## config.mk

```make
export PLATFORM = sky130hd
export DESIGN_NAME = mem_cmd_fifo
export DESIGN_NICKNAME = d
export VERILOG_FILES = /design/src/logic/mem_test_pkg.sv /design/src/logic/mem_cmd_fifo.sv
export SDC_FILE = /design/constraint.sdc
export NUM_CORES = 1
export LEC_CHECK = 0
export ABC_AREA = 1
export BUFFER_PORTS_ARGS = -buffer_cell sky130_fd_sc_hd__buf_2
export CELL_PAD_IN_SITES_DETAIL_PLACEMENT = 1
export CELL_PAD_IN_SITES_GLOBAL_PLACEMENT = 2
export CORE_ASPECT_RATIO = 0.75
export CORE_MARGIN = 2
export CORE_UTILIZATION = 41
export DETAILED_ROUTE_END_ITERATION = 10
export PLACE_DENSITY = 0.87
export SLEW_MARGIN = 20
export SYNTH_ARGS = -nofsm -noshare
export SYNTH_HDL_FRONTEND = slang
export SYNTH_SLANG_ARGS = --single-unit
```

## constraint.sdc

```tcl
create_clock -name clk -period 6.98 [get_ports clk]
set_input_delay 1.396 -clock clk [delete_from_list [all_inputs] [get_ports clk]]
set_output_delay 1.396 -clock clk [all_outputs]
set_load 0.1 [all_outputs]
```

## src/logic/mem_test_pkg.sv

```systemverilog
package mem_test_pkg;

    // Memory word and byte enable
    localparam int DATA_WIDTH = 64;
    localparam int BE_WIDTH = 8;

    // 256 words in the bank
    localparam int ADDR_WIDTH = 8;

    // Bursts of 1 to 4 beats fit in this width
    localparam int BURST_WIDTH = 3;

    // The address self test covers the lowest 16 words
    localparam int TEST_ADDR_BITS = 4;

    // Cycles from a read leaving the queue to readdatavalid
    localparam int READ_LATENCY = 2;

    // Command queue entries and the pointer width that indexes them
    localparam int FIFO_DEPTH = 4;
    localparam int FIFO_PTR_WIDTH = $clog2(FIFO_DEPTH);

    localparam int ERR_WIDTH = 32;

    typedef enum logic {
        OP_READ,
        OP_WRITE
    } mem_op_t;

    typedef enum logic [2:0] {
        IDLE,
        TEST_WRITE,
        TEST_READ,
        RD_REQ,
        RD_RSP,
        WR_REQ,
        WR_RSP
    } fsm_state_t;

endpackage

```

## src/logic/mem_cmd_fifo.sv

```systemverilog
`timescale 1ns/1ps

module mem_cmd_fifo
    import mem_test_pkg::*;
(
    input  logic                   clk,
    input  logic                   reset_n,
    input  logic                   cmd_valid,
    input  mem_op_t                cmd_op,
    input  logic [ADDR_WIDTH-1:0]  cmd_address,
    input  logic [DATA_WIDTH-1:0]  cmd_writedata,
    input  logic [BE_WIDTH-1:0]    cmd_byteenable,
    output logic                   cmd_waitrequest,
    output logic                   q_valid,
    output mem_op_t                q_op,
    output logic [ADDR_WIDTH-1:0]  q_address,
    output logic [DATA_WIDTH-1:0]  q_writedata,
    output logic [BE_WIDTH-1:0]    q_byteenable
);

    logic [FIFO_PTR_WIDTH-1:0] wr_ptr;
    logic [FIFO_PTR_WIDTH-1:0] rd_ptr;
    logic [FIFO_PTR_WIDTH:0]   count;
    logic                      full;
    logic                      push;
    logic                      pop;

    mem_op_t                   op_q   [FIFO_DEPTH];
    logic [ADDR_WIDTH-1:0]     addr_q [FIFO_DEPTH];
    logic [DATA_WIDTH-1:0]     data_q [FIFO_DEPTH];
    logic [BE_WIDTH-1:0]       be_q   [FIFO_DEPTH];

    assign full = count == (FIFO_PTR_WIDTH + 1)'(FIFO_DEPTH);
    assign cmd_waitrequest = full;
    assign push = cmd_valid && !full;

    // The bank takes one entry per cycle, so the head leaves whenever present
    assign pop = count != '0;
    assign q_valid = pop;
    assign q_op = op_q[rd_ptr];
    assign q_address = addr_q[rd_ptr];
    assign q_writedata = data_q[rd_ptr];
    assign q_byteenable = be_q[rd_ptr];

    always_ff @(posedge clk)
    begin
        if (!reset_n)
        begin
            wr_ptr <= '0;
            rd_ptr <= '0;
            count <= '0;
        end
        else
        begin
            if (push)
                wr_ptr <= wr_ptr + FIFO_PTR_WIDTH'(1);
            if (pop)
                rd_ptr <= rd_ptr + FIFO_PTR_WIDTH'(1);
            case ({push, pop})
                2'b10:   count <= count + (FIFO_PTR_WIDTH + 1)'(1);
                2'b01:   count <= count - (FIFO_PTR_WIDTH + 1)'(1);
                default: count <= count;
            endcase
        end
    end

    always_ff @(posedge clk)
    begin
        if (push)
        begin
            op_q[wr_ptr] <= cmd_op;
            addr_q[wr_ptr] <= cmd_address;
            data_q[wr_ptr] <= cmd_writedata;
            be_q[wr_ptr] <= cmd_byteenable;
        end
    end

    // The write pointer leads the read pointer by the fill level, so no push lands on the head
    a_no_push_when_full: assert property (@(posedge clk) disable iff (!reset_n)
        (count <= (FIFO_PTR_WIDTH + 1)'(FIFO_DEPTH)) &&
        (FIFO_PTR_WIDTH'(wr_ptr - rd_ptr) == count[FIFO_PTR_WIDTH-1:0]))
        else $error("command queue accepted a push while full");

endmodule

```

==> out/metrics.cfg <==
[synth]
ys_warn_count = 0
avgSynthCellArea_um2 = 14.86
yosysUniqueCellTypes = 25
synthTopCellsByArea = edfxtp_1 (78%), o21ai_0 (6.0%), nor2_1 (4.5%)
ys_seq_elements = 333
syn_nets = 933
synth-seq-area-share = 0.7899
yosysTopAreaCellShare = 0.7755
syn_inst = 844
synth_area_leader_cell = edfxtp_1
netlist_area_um2 = 12550

[critical_path]
crit_chain = buf_4 -> o21ai_0 -> o22ai_1 -> buf_2
critPathArrivalTime_ns = 3.21
rr_worst_depth = 5
crit_required_ns = 5.58
critPathSlowestCell = dfxtp_4
r2r-start = count[1]
start_kind = flop
worst-setup-path-type = flop to output pin
path_delay_family = buffers and inverters
r2r_end = data_q[1][31]
cp_max_fo = 84
rrSetupSlack_ns = 4.21
end_kind = output pin
cp_num_buf_inv = 2
max_stage_delay_ns = 0.91

[clock_tree]
cts-buffers-inserted = 35
htreeDepth = 2
clock_tree.buffer_depth = 3
cts_sinks = 333
clkTransAtPathRegs_ns = 0.06
clock-root-buffer = clkbuf_16
post_cts_resized = 0
hold_buffers = 0
cts_tree = built
post_cts_buffers = 0
clkLatencyLatePin_ns = 0.50

[floorplanning]
ios = 167
rows = 55
design.core.area_um2 = 30140
start_util = 0.4162
die-area_um2 = 32030
die_w_um = 206.0
die_h_um = 155.5

[final_layout]
finalCoreUtilization = 0.4862
layout_commonest_cell = edfxtp_1
final_cells = 1424
final_nets = 1092
drive_gt1_frac = 0.2414
final_cell_mix = edfxtp_1 (324), buf_2 (166), o21ai_0 (150)
syn_to_final_growth_pct = 16.81

[global_routing]
grt_pass1_wl_um = 45150
antenna_found_initial = 6
groute.usage.overall = 0.1837
grt_pass1_vias = 8002
grt_max_degree = 163
grt-ovfl-total = 0

[timing]
fin_skew_ns = 0.01228
hold_violations = 0
fin_ws_ns = 2.371
slew_headroom = 0.2064
setup_viol = 0
worstMarginPinSlew_ns = 1.190
fin_crit_sh = 0.6603
setup_tns_ns = 0
rsz0062_at_grt = no
min_period_ns = 4.609
max_clock_freq_mhz = 217.0
final_max_slew_viol_count = 0

[hold_path]
hold_path.class = flop to flop
hold_start = rd_ptr[1]
holdPathStages = 2

[status]
outcome = finished clean

[routing]
drtIter0Drc = 595
avgViaCountPerCell = 5.324
num_vias = 7581
wl_um = 29390
drc = 0
ant_nets = 0
dr.pass1.iters = 4
wl_per_cell_um = 20.64

[run]
max_cap_violations = 0

[placed_design]
gp_congestion = 0.7206
post-place-ws_ns = 2.887
dp.cells = 1365
portBuffers = 166
post-dp-hpwl_um = 16400

## synthesized netlist by cell type
library cell and count:
a21boi_1 1, a21oi_1 5, buf_12 3, buf_2 12, buf_6 3, buf_8 6, clkbuf_1 20, clkbuf_2 8
clkinv_4 1, dfxtp_1 9, edfxtp_1 324, fa_1 1, ha_1 4, inv_1 12, inv_8 1, nand2_1 7
nand2_2 2, nand3_1 4, nand4_1 1, nor2_1 150, nor2_2 21, o21a_1 1, o21ai_0 150, o21ai_1 17
o22ai_1 81
## worst max path at each step
stage,endpoint,cells after the start,startpoint
6_report,q_writedata[2],4,flop
5_1_grt,q_writedata[2],4,flop
4_1_cts,q_writedata[2],4,flop
3_5_place_dp,q_writedata[0],4,flop
3_3_place_gp,q_op,4,flop
2_1_floorplan,addr_q[0][0],2,cmd_valid
## sequential cells by signal, summed over array words and instances, names as in the netlist, named ones only
| register | count |
|---|---|
| data_q | 256 |
| wr_ptr | 2 |
| be_q | 32 |
| addr_q | 32 |
| op_q | 4 |
| rd_ptr | 2 |
| count | 3 |
## final cells by class
class | instances | area [um2]
Sequential cell | 333 | 9915
Fill cell | 3031 | 15490
Tap cell | 399 | 499.2
Clock buffer | 48 | 967.2
Clock inverter | 9 | 71.32
Antenna cell | 2 | 5.005
Inverter | 14 | 65.06
Timing Repair Buffer | 174 | 890.9
Multi-Input combinational cell | 445 | 2242
## cells by family after synthesis
family,share of synthesized area
adders and majority gates,0.005585
DFF,0.7899
and+or+nand+nor,0.06054
buffers and inverters,0.03381
AOI/OAI and AO/OA,0.1102
## per-stage QoR
step / area [um2] / hold WS, ns
detailed placement: 13610 / 0.4586
floorplan: 12550 / 0.4356
global placement: 13610 / 0.4431
global route: 14650 / 0.4963
CTS: 14650 / 0.4692
finish: 14660 / 0.4679
## layer usage
layer | part of all wire | vias up | track usage
li1 | - | 3495 | -
met1 | 0.45 | 3826 | 0.2460
met2 | 0.47 | 208 | 0.3058
met3 | 0.064 | 44 | 0.04294
met4 | 0.015 | 8 | 0.04184
met5 | 0.0018 | - | 0
## worst reg2reg max path, cell delays in order, from the launching register on
cell and delay (ns):
dfxtp_1 0.37, nor2_2 0.08, nand2_1 0.11, nand2_2 0.20, nor2_4 0.79, buf_4 0.81
Power is left out: the tool's default activity adds up to more than one toggle a clock period on the data nets, which glitch-free logic cannot reach.
