`src/logic/mem_test_pkg.sv`:
```
package mem_test_pkg;

    // Memory word and byte enable
    localparam int DATA_WIDTH = 64;
    localparam int BE_WIDTH = 8;

    // 256 words in the bank
    localparam int ADDR_WIDTH = 8;

    // Bursts of 1 to 4 beats fit in this width
    localparam int BURST_WIDTH = 3;

    // The address self test covers the lowest 16 words
    localparam int TEST_ADDR_BITS = 4;

    // Cycles from a read leaving the queue to readdatavalid
    localparam int READ_LATENCY = 2;

    // Command queue entries and the pointer width that indexes them
    localparam int FIFO_DEPTH = 4;
    localparam int FIFO_PTR_WIDTH = $clog2(FIFO_DEPTH);

    localparam int ERR_WIDTH = 32;

    typedef enum logic {
        OP_READ,
        OP_WRITE
    } mem_op_t;

    typedef enum logic [2:0] {
        IDLE,
        TEST_WRITE,
        TEST_READ,
        RD_REQ,
        RD_RSP,
        WR_REQ,
        WR_RSP
    } fsm_state_t;

endpackage

```
`src/logic/mem_cmd_fsm.sv`:
```
`timescale 1ns/1ps

module mem_cmd_fsm
    import mem_test_pkg::*;
(
    input  logic                    clk,
    input  logic                    reset_n,
    input  logic                    sw_write,
    input  logic                    sw_read,
    input  logic [ADDR_WIDTH-1:0]   sw_address,
    input  logic [DATA_WIDTH-1:0]   sw_writedata,
    input  logic [BE_WIDTH-1:0]     sw_byteenable,
    input  logic [BURST_WIDTH-1:0]  sw_burstcount,
    input  logic                    mem_testmode,
    input  logic                    rdwr_reset,
    input  logic                    mem_error_clr,
    input  logic                    cmd_waitrequest,
    input  logic                    readdatavalid,
    input  logic [DATA_WIDTH-1:0]   readdata,
    output logic                    cmd_valid,
    output mem_op_t                 cmd_op,
    output logic [ADDR_WIDTH-1:0]   cmd_address,
    output logic [DATA_WIDTH-1:0]   cmd_writedata,
    output logic [BE_WIDTH-1:0]     cmd_byteenable,
    output logic                    ready_for_sw_cmd,
    output fsm_state_t              fsm_state,
    output logic                    addr_test_done,
    output logic                    addr_test_pass,
    output logic [1:0]              rdwr_done,
    output logic [DATA_WIDTH-1:0]   sw_readdata,
    output logic [ERR_WIDTH-1:0]    mem_errors
);

    fsm_state_t              state;
    logic [BURST_WIDTH-1:0]  beat;
    logic [BURST_WIDTH-1:0]  burst_len;
    logic [TEST_ADDR_BITS:0] rd_outstanding;
    logic [TEST_ADDR_BITS:0] rd_outstanding_next;
    logic                    cmd_accept;
    logic                    rd_accept;
    logic                    last_beat;
    logic                    last_test_addr;
    logic                    test_fail;
    logic                    test_word_bad;
    logic                    start_test;
    logic [DATA_WIDTH-1:0]   byte_mask;

    assign fsm_state = state;
    assign cmd_accept = cmd_valid && !cmd_waitrequest;
    assign rd_accept = cmd_accept && (cmd_op == OP_READ);
    assign last_beat = (beat + BURST_WIDTH'(1)) == burst_len;
    assign last_test_addr = &cmd_address[TEST_ADDR_BITS-1:0];
    assign test_word_bad = readdatavalid && (readdata != sw_writedata);
    assign start_test = mem_testmode && !addr_test_done;

    // Expand the software byte enable to a bit mask for the data check
    always_comb
    begin
        for (int i = 0; i < BE_WIDTH; i++)
        begin
            byte_mask[i*8 +: 8] = {8{sw_byteenable[i]}};
        end
    end

    // Reads accepted by the queue minus responses already returned
    always_comb
    begin
        case ({rd_accept, readdatavalid})
            2'b10:   rd_outstanding_next = rd_outstanding + (TEST_ADDR_BITS + 1)'(1);
            2'b01:   rd_outstanding_next = rd_outstanding - (TEST_ADDR_BITS + 1)'(1);
            default: rd_outstanding_next = rd_outstanding;
        endcase
    end

    always_ff @(posedge clk)
    begin
        if (!reset_n)
        begin
            state <= IDLE;
            ready_for_sw_cmd <= 1'b0;
            cmd_valid <= 1'b0;
            cmd_op <= OP_READ;
            cmd_address <= '0;
            beat <= '0;
            burst_len <= '0;
            addr_test_done <= 1'b0;
            addr_test_pass <= 1'b0;
            test_fail <= 1'b0;
        end
        else
        begin
            case (state)
                IDLE:
                begin
                    ready_for_sw_cmd <= 1'b1;
                    beat <= '0;
                    // The self test runs once and takes priority over software
                    if (start_test)
                    begin
                        state <= TEST_WRITE;
                        ready_for_sw_cmd <= 1'b0;
                        cmd_valid <= 1'b1;
                        cmd_op <= OP_WRITE;
                        cmd_address <= '0;
                        test_fail <= 1'b0;
                    end
                    else if (ready_for_sw_cmd && sw_write)
                    begin
                        state <= WR_REQ;
                        ready_for_sw_cmd <= 1'b0;
                        cmd_valid <= 1'b1;
                        cmd_op <= OP_WRITE;
                        cmd_address <= sw_address;
                        burst_len <= sw_burstcount;
                    end
                    else if (ready_for_sw_cmd && sw_read)
                    begin
                        state <= RD_REQ;
                        ready_for_sw_cmd <= 1'b0;
                        cmd_valid <= 1'b1;
                        cmd_op <= OP_READ;
                        cmd_address <= sw_address;
                        burst_len <= sw_burstcount;
                    end
                end

                TEST_WRITE:
                begin
                    if (cmd_accept)
                    begin
                        if (last_test_addr)
                        begin
                            state <= TEST_READ;
                            cmd_op <= OP_READ;
                            cmd_address <= '0;
                        end
                        else
                        begin
                            cmd_address <= cmd_address + ADDR_WIDTH'(1);
                        end
                    end
                end

                TEST_READ:
                begin
                    if (cmd_accept)
                    begin
                        if (last_test_addr)
                            cmd_valid <= 1'b0;
                        else
                            cmd_address <= cmd_address + ADDR_WIDTH'(1);
                    end
                    if (test_word_bad)
                        test_fail <= 1'b1;
                    // All reads issued and the last response is in
                    if (!cmd_valid && (rd_outstanding_next == '0))
                    begin
                        state <= IDLE;
                        addr_test_done <= 1'b1;
                        addr_test_pass <= !(test_fail || test_word_bad);
                    end
                end

                WR_REQ, RD_REQ:
                begin
                    // Stall the beat counter under back-pressure
                    if (cmd_accept)
                    begin
                        if (last_beat)
                        begin
                            cmd_valid <= 1'b0;
                            state <= (state == WR_REQ) ? WR_RSP : RD_RSP;
                        end
                        else
                        begin
                            beat <= beat + BURST_WIDTH'(1);
                            cmd_address <= cmd_address + ADDR_WIDTH'(1);
                        end
                    end
                end

                // Writes are posted, so completion follows the last accepted beat
                WR_RSP:
                begin
                    state <= IDLE;
                end

                RD_RSP:
                begin
                    if (rd_outstanding_next == '0)
                        state <= IDLE;
                end

                default:
                begin
                    state <= IDLE;
                end
            endcase
        end
    end

    // Data and byte enable are captured on the way out of IDLE
    always_ff @(posedge clk)
    begin
        if (state == IDLE)
        begin
            cmd_writedata <= sw_writedata;
            cmd_byteenable <= start_test ? '1 : sw_byteenable;
        end
    end

    always_ff @(posedge clk)
    begin
        if (!reset_n)
            rd_outstanding <= '0;
        else
            rd_outstanding <= rd_outstanding_next;
    end

    always_ff @(posedge clk)
    begin
        if (!reset_n || rdwr_reset)
        begin
            rdwr_done <= 2'b00;
        end
        else
        begin
            if (state == WR_RSP)
                rdwr_done[0] <= 1'b1;
            if ((state == RD_RSP) && (rd_outstanding_next == '0))
                rdwr_done[1] <= 1'b1;
        end
    end

    // Count every returned word that differs from the write data in an enabled byte
    always_ff @(posedge clk)
    begin
        if (!reset_n || mem_error_clr)
            mem_errors <= '0;
        else if (readdatavalid && ((readdata & byte_mask) != (sw_writedata & byte_mask)))
            mem_errors <= mem_errors + ERR_WIDTH'(1);
    end

    always_ff @(posedge clk)
    begin
        if (readdatavalid)
            sw_readdata <= readdata;
    end

    // A stalled command must reach the queue unchanged
    a_cmd_stable: assert property (@(posedge clk) disable iff (!reset_n)
        cmd_valid && cmd_waitrequest |=> cmd_valid && $stable(cmd_op) &&
        $stable(cmd_address) && $stable(cmd_writedata) && $stable(cmd_byteenable))
        else $error("command changed while waitrequest was high");

    // The bank never returns more words than reads the queue accepted
    a_rd_no_underflow: assert property (@(posedge clk) disable iff (!reset_n)
        readdatavalid |-> rd_outstanding != '0)
        else $error("read response without an outstanding read");

endmodule

```
`config.mk`:
```
export PLATFORM = sky130hd
export DESIGN_NAME = mem_cmd_fsm
export DESIGN_NICKNAME = d
export VERILOG_FILES = /design/src/logic/mem_test_pkg.sv /design/src/logic/mem_cmd_fsm.sv
export SDC_FILE = /design/constraint.sdc
export NUM_CORES = 1
export LEC_CHECK = 0
export ABC_CLOCK_PERIOD_IN_PS = 8900
export BUFFER_PORTS_ARGS = -buffer_cell sky130_fd_sc_hd__buf_2
export CAP_MARGIN = 20
export CORE_MARGIN = 2
export CORE_UTILIZATION = 30
export CTS_BUF_LIST = sky130_fd_sc_hd__clkbuf_8
export DETAILED_ROUTE_END_ITERATION = 10
export SYNTH_ARGS = -nofsm -noshare
export SYNTH_HDL_FRONTEND = slang
export SYNTH_SLANG_ARGS = --single-unit
```
`constraint.sdc`:
```
create_clock -name clk -period 8.9 [get_ports clk]
set_clock_uncertainty 0.1 [all_clocks]
set_input_delay 0.445 -clock clk [delete_from_list [all_inputs] [get_ports clk]]
set_output_delay 0.445 -clock clk [all_outputs]
set_load 0.02 [all_outputs]
```
==> reports/metrics.cfg <==
[route]
drt_wl_total_um = 24400
routedWlPerCell_um = 17.9
route.detailed.drc = 0
ant_nets = 0
vias = 6490
vias_per_cell = 4.77
drt-initial-drc-count = 392
dr.pass1.iters = 4

[hold_path]
hold_end = cmd_writedata[45]
hp-start = sw_writedata[45]
min_path_type = in -> reg
holdPathStages = 1

[timing]
tns_ps = 0
max-slew-margin-rel_pct = 28.5
fmax_mhz = 290
period_share_pct = 38.7
drv_slew = 0
setup_viol = 0
tightest_slew_ps = 1070
period_minus_slack_ps = 3450
rsz0062_at_grt = false
finalHoldViolCount = 0

[logic_synthesis]
synth-edff-count = 136
synth_cells = 662
synthMuxAreaShare_pct = 0.726
ys_ff_latch = 198
synthAdderAreaFrac_pct = 1.06
synthFlopType = edfxtp_1
synth_top_family_by_area = simple AND/OR/NAND/NOR gates
synthArstFlopShare_pct = 0
synth_fp_nets = 825
synth.top_cell.area_share_pct = 49.3
ys_types = 57
synth_area_leaders = edfxtp_1 (49%), dfxtp_1 (15%), xor2_1 (5.8%), xnor2_1 (2.3%), a21oi_1 (2.0%)
ys_warn_count = 0
synth.most_common_cell = edfxtp_1
yosys.area.top_type = edfxtp_1
synth-simple-area-share_pct = 13.3
synth_xor_area_share_pct = 8.42
synthTopCellsByCount = edfxtp_1 (136), dfxtp_1 (62), xor2_1 (55), nor2_1 (41), nand2_1 (36)
synth_compound_area_share_pct = 10.1
syn_area_per_cell_um2 = 12.5
syn_area_um2 = 8280
ys_seq_area_share_pct = 64.3

[worst_setup_path]
worst_ep_arrival_time_ps = 3740
critical_path_required_ps = 9190
rrSetupSlack_ps = 5450
r2r-start = cmd_valid
ff2ff_path_depth = 12
end_kind = flop
start_kind = flop
cp_max_fo = 8
criticalPathCategory = reg -> reg
r2r-end = addr_test_pass

[floorplan]
core_area_um2 = 27000
die_h_um = 170
die_area_um2 = 28900
initial_core_util_pct = 30.6
fp.dieW_um = 170
rows = 60
ios = 342

[grt]
grt_max_degree = 62
top_usage_layer = met2
met2_usage_pct = 28.3
use_met1_pct = 19.7
antenna_found_initial = 2
grtUsageTotal_pct = 16.2
first_global_vias = 6209
use_met3_pct = 4.51
grt_overflow = 0
grt_pass1_wl_um = 35600

[power]
finalPower_w = 0.00282
vdd_ir_drop_max_mv = 0.141
p_per_area_nw_per_um2 = 262
leakage_nw = 4.42

[final_layout]
final_net_count = 1167
areaGrowthSynthToFinish_pct = 30.1
post-route-util_pct = 39.8
stdcell_count = 1360
drive_gt1_share_pct = 38.0

[clock_tree]
clkTransAtPathRegs_ps = 130
cts_tree = built
cts.hold.buffers_added = 0
clkSinkCount = 198
cts_root_buf = clkbuf_8
cts_buffer_depth = 2
clock_latency_ps = 460
cts_setup_buffers = 0
cts_resized = 0
cts-htree-levels = 4
cts-buffers-inserted = 17

[place]
gp_congestion = 0.806
dp_hpwl_um = 19000
portBuffers = 341
placed_cells = 1324

[outcome]
outcome = complete, no violations

[job]
max_cap_viol_count = 0

-- critical path, cell delays in order, from the launching register on --
cell and delay [ps]:
dfxtp_1 410, nor2b_1 460, nand2b_1 150, ha_1 310, xor2_1 200, ha_1 230, o31ai_1 180, and3_1 180
a31oi_1 50, xnor2_1 170, or4_1 520, or3_1 320, o22ai_1 140
-- registers in the layout, summed over array words and instances (netlist names) --
name	cells
beat	3
cmd_address	8
test_fail	1
mem_errors	32
rdwr_done	2
addr_test_pass	1
cmd_writedata	64
burst_len	3
ready_for_sw_cmd	1
sw_readdata	64
rd_outstanding	5
fsm_state	3
addr_test_done	1
cmd_byteenable	8
cmd_valid	1
cmd_op	1
-- power by group --
part           leakage (nW)  internal (W)  switching (W)  total (W)
registers              1.83       0.00124      0.0000973    0.00134
clock network         0.208      0.000218       0.000377   0.000595
logic                  2.38      0.000270       0.000613   0.000883
-- cell families after synthesis --
| kind of cell | Yosys count |
|---|---|
| AOI/OAI and AO/OA | 129 |
| adders and majority gates | 7 |
| buffers and inverters | 41 |
| muxes | 6 |
| and+or+nand+nor | 203 |
| xor gates and xnor gates | 78 |
| DFF | 198 |
-- how the worst max path moves through the flow --
stage                 startpoint        endpoint  slack, ps
floorplan           fsm_state[1]  cmd_address[5]       5050
detailed placement  readdata[43]  mem_errors[26]       5200
finish                 cmd_valid  addr_test_pass       5450
CTS                    cmd_valid  addr_test_pass       5450
global placement    readdata[42]  mem_errors[19]       5230
global route           cmd_valid  addr_test_pass       5080
-- final cells by class --
class	instances	area, um2
well taps	341	427
fillers	2677	16300
clock buffers	17	234
repair buffers	346	1750
inverters	18	68.8
multi-input cells	423	2790
diodes	2	5.00
flip-flops and latches	198	5330
clock inverters	15	171
-- cells in the final DEF (no fill, tap or decap), drive strengths merged, types with 17 or more instances in the layout --
| master | n |
|---|---|
| nor2 | 41 |
| edfxtp | 136 |
| a21oi | 33 |
| xor2 | 55 |
| nand2 | 36 |
| clkbuf | 17 |
| nand3 | 24 |
| dfxtp | 62 |
| buf | 346 |
| inv | 26 |
| xnor2 | 22 |
| o21ai | 28 |
-- layer usage --
| metal | part of all wire [%] | wire length, um |
|---|---|---|
| met2 | 51 | 12400 |
| met5 | 0 | 0 |
| met4 | 0.95 | 231 |
| met1 | 41 | 10100 |
| met3 | 6.9 | 1690 |
-- stage by stage --
stage	setup WS [ps]	hold WS (ps)	instance area, um2
finish	5450	68.9	10800
global route	5080	23.5	10800
CTS	5450	26.0	10700
detailed placement	5200	366	10300
global placement	5230	356	10300
floorplan	5050	362	8280
No activity file was read; power rests on OpenSTA's default activity.
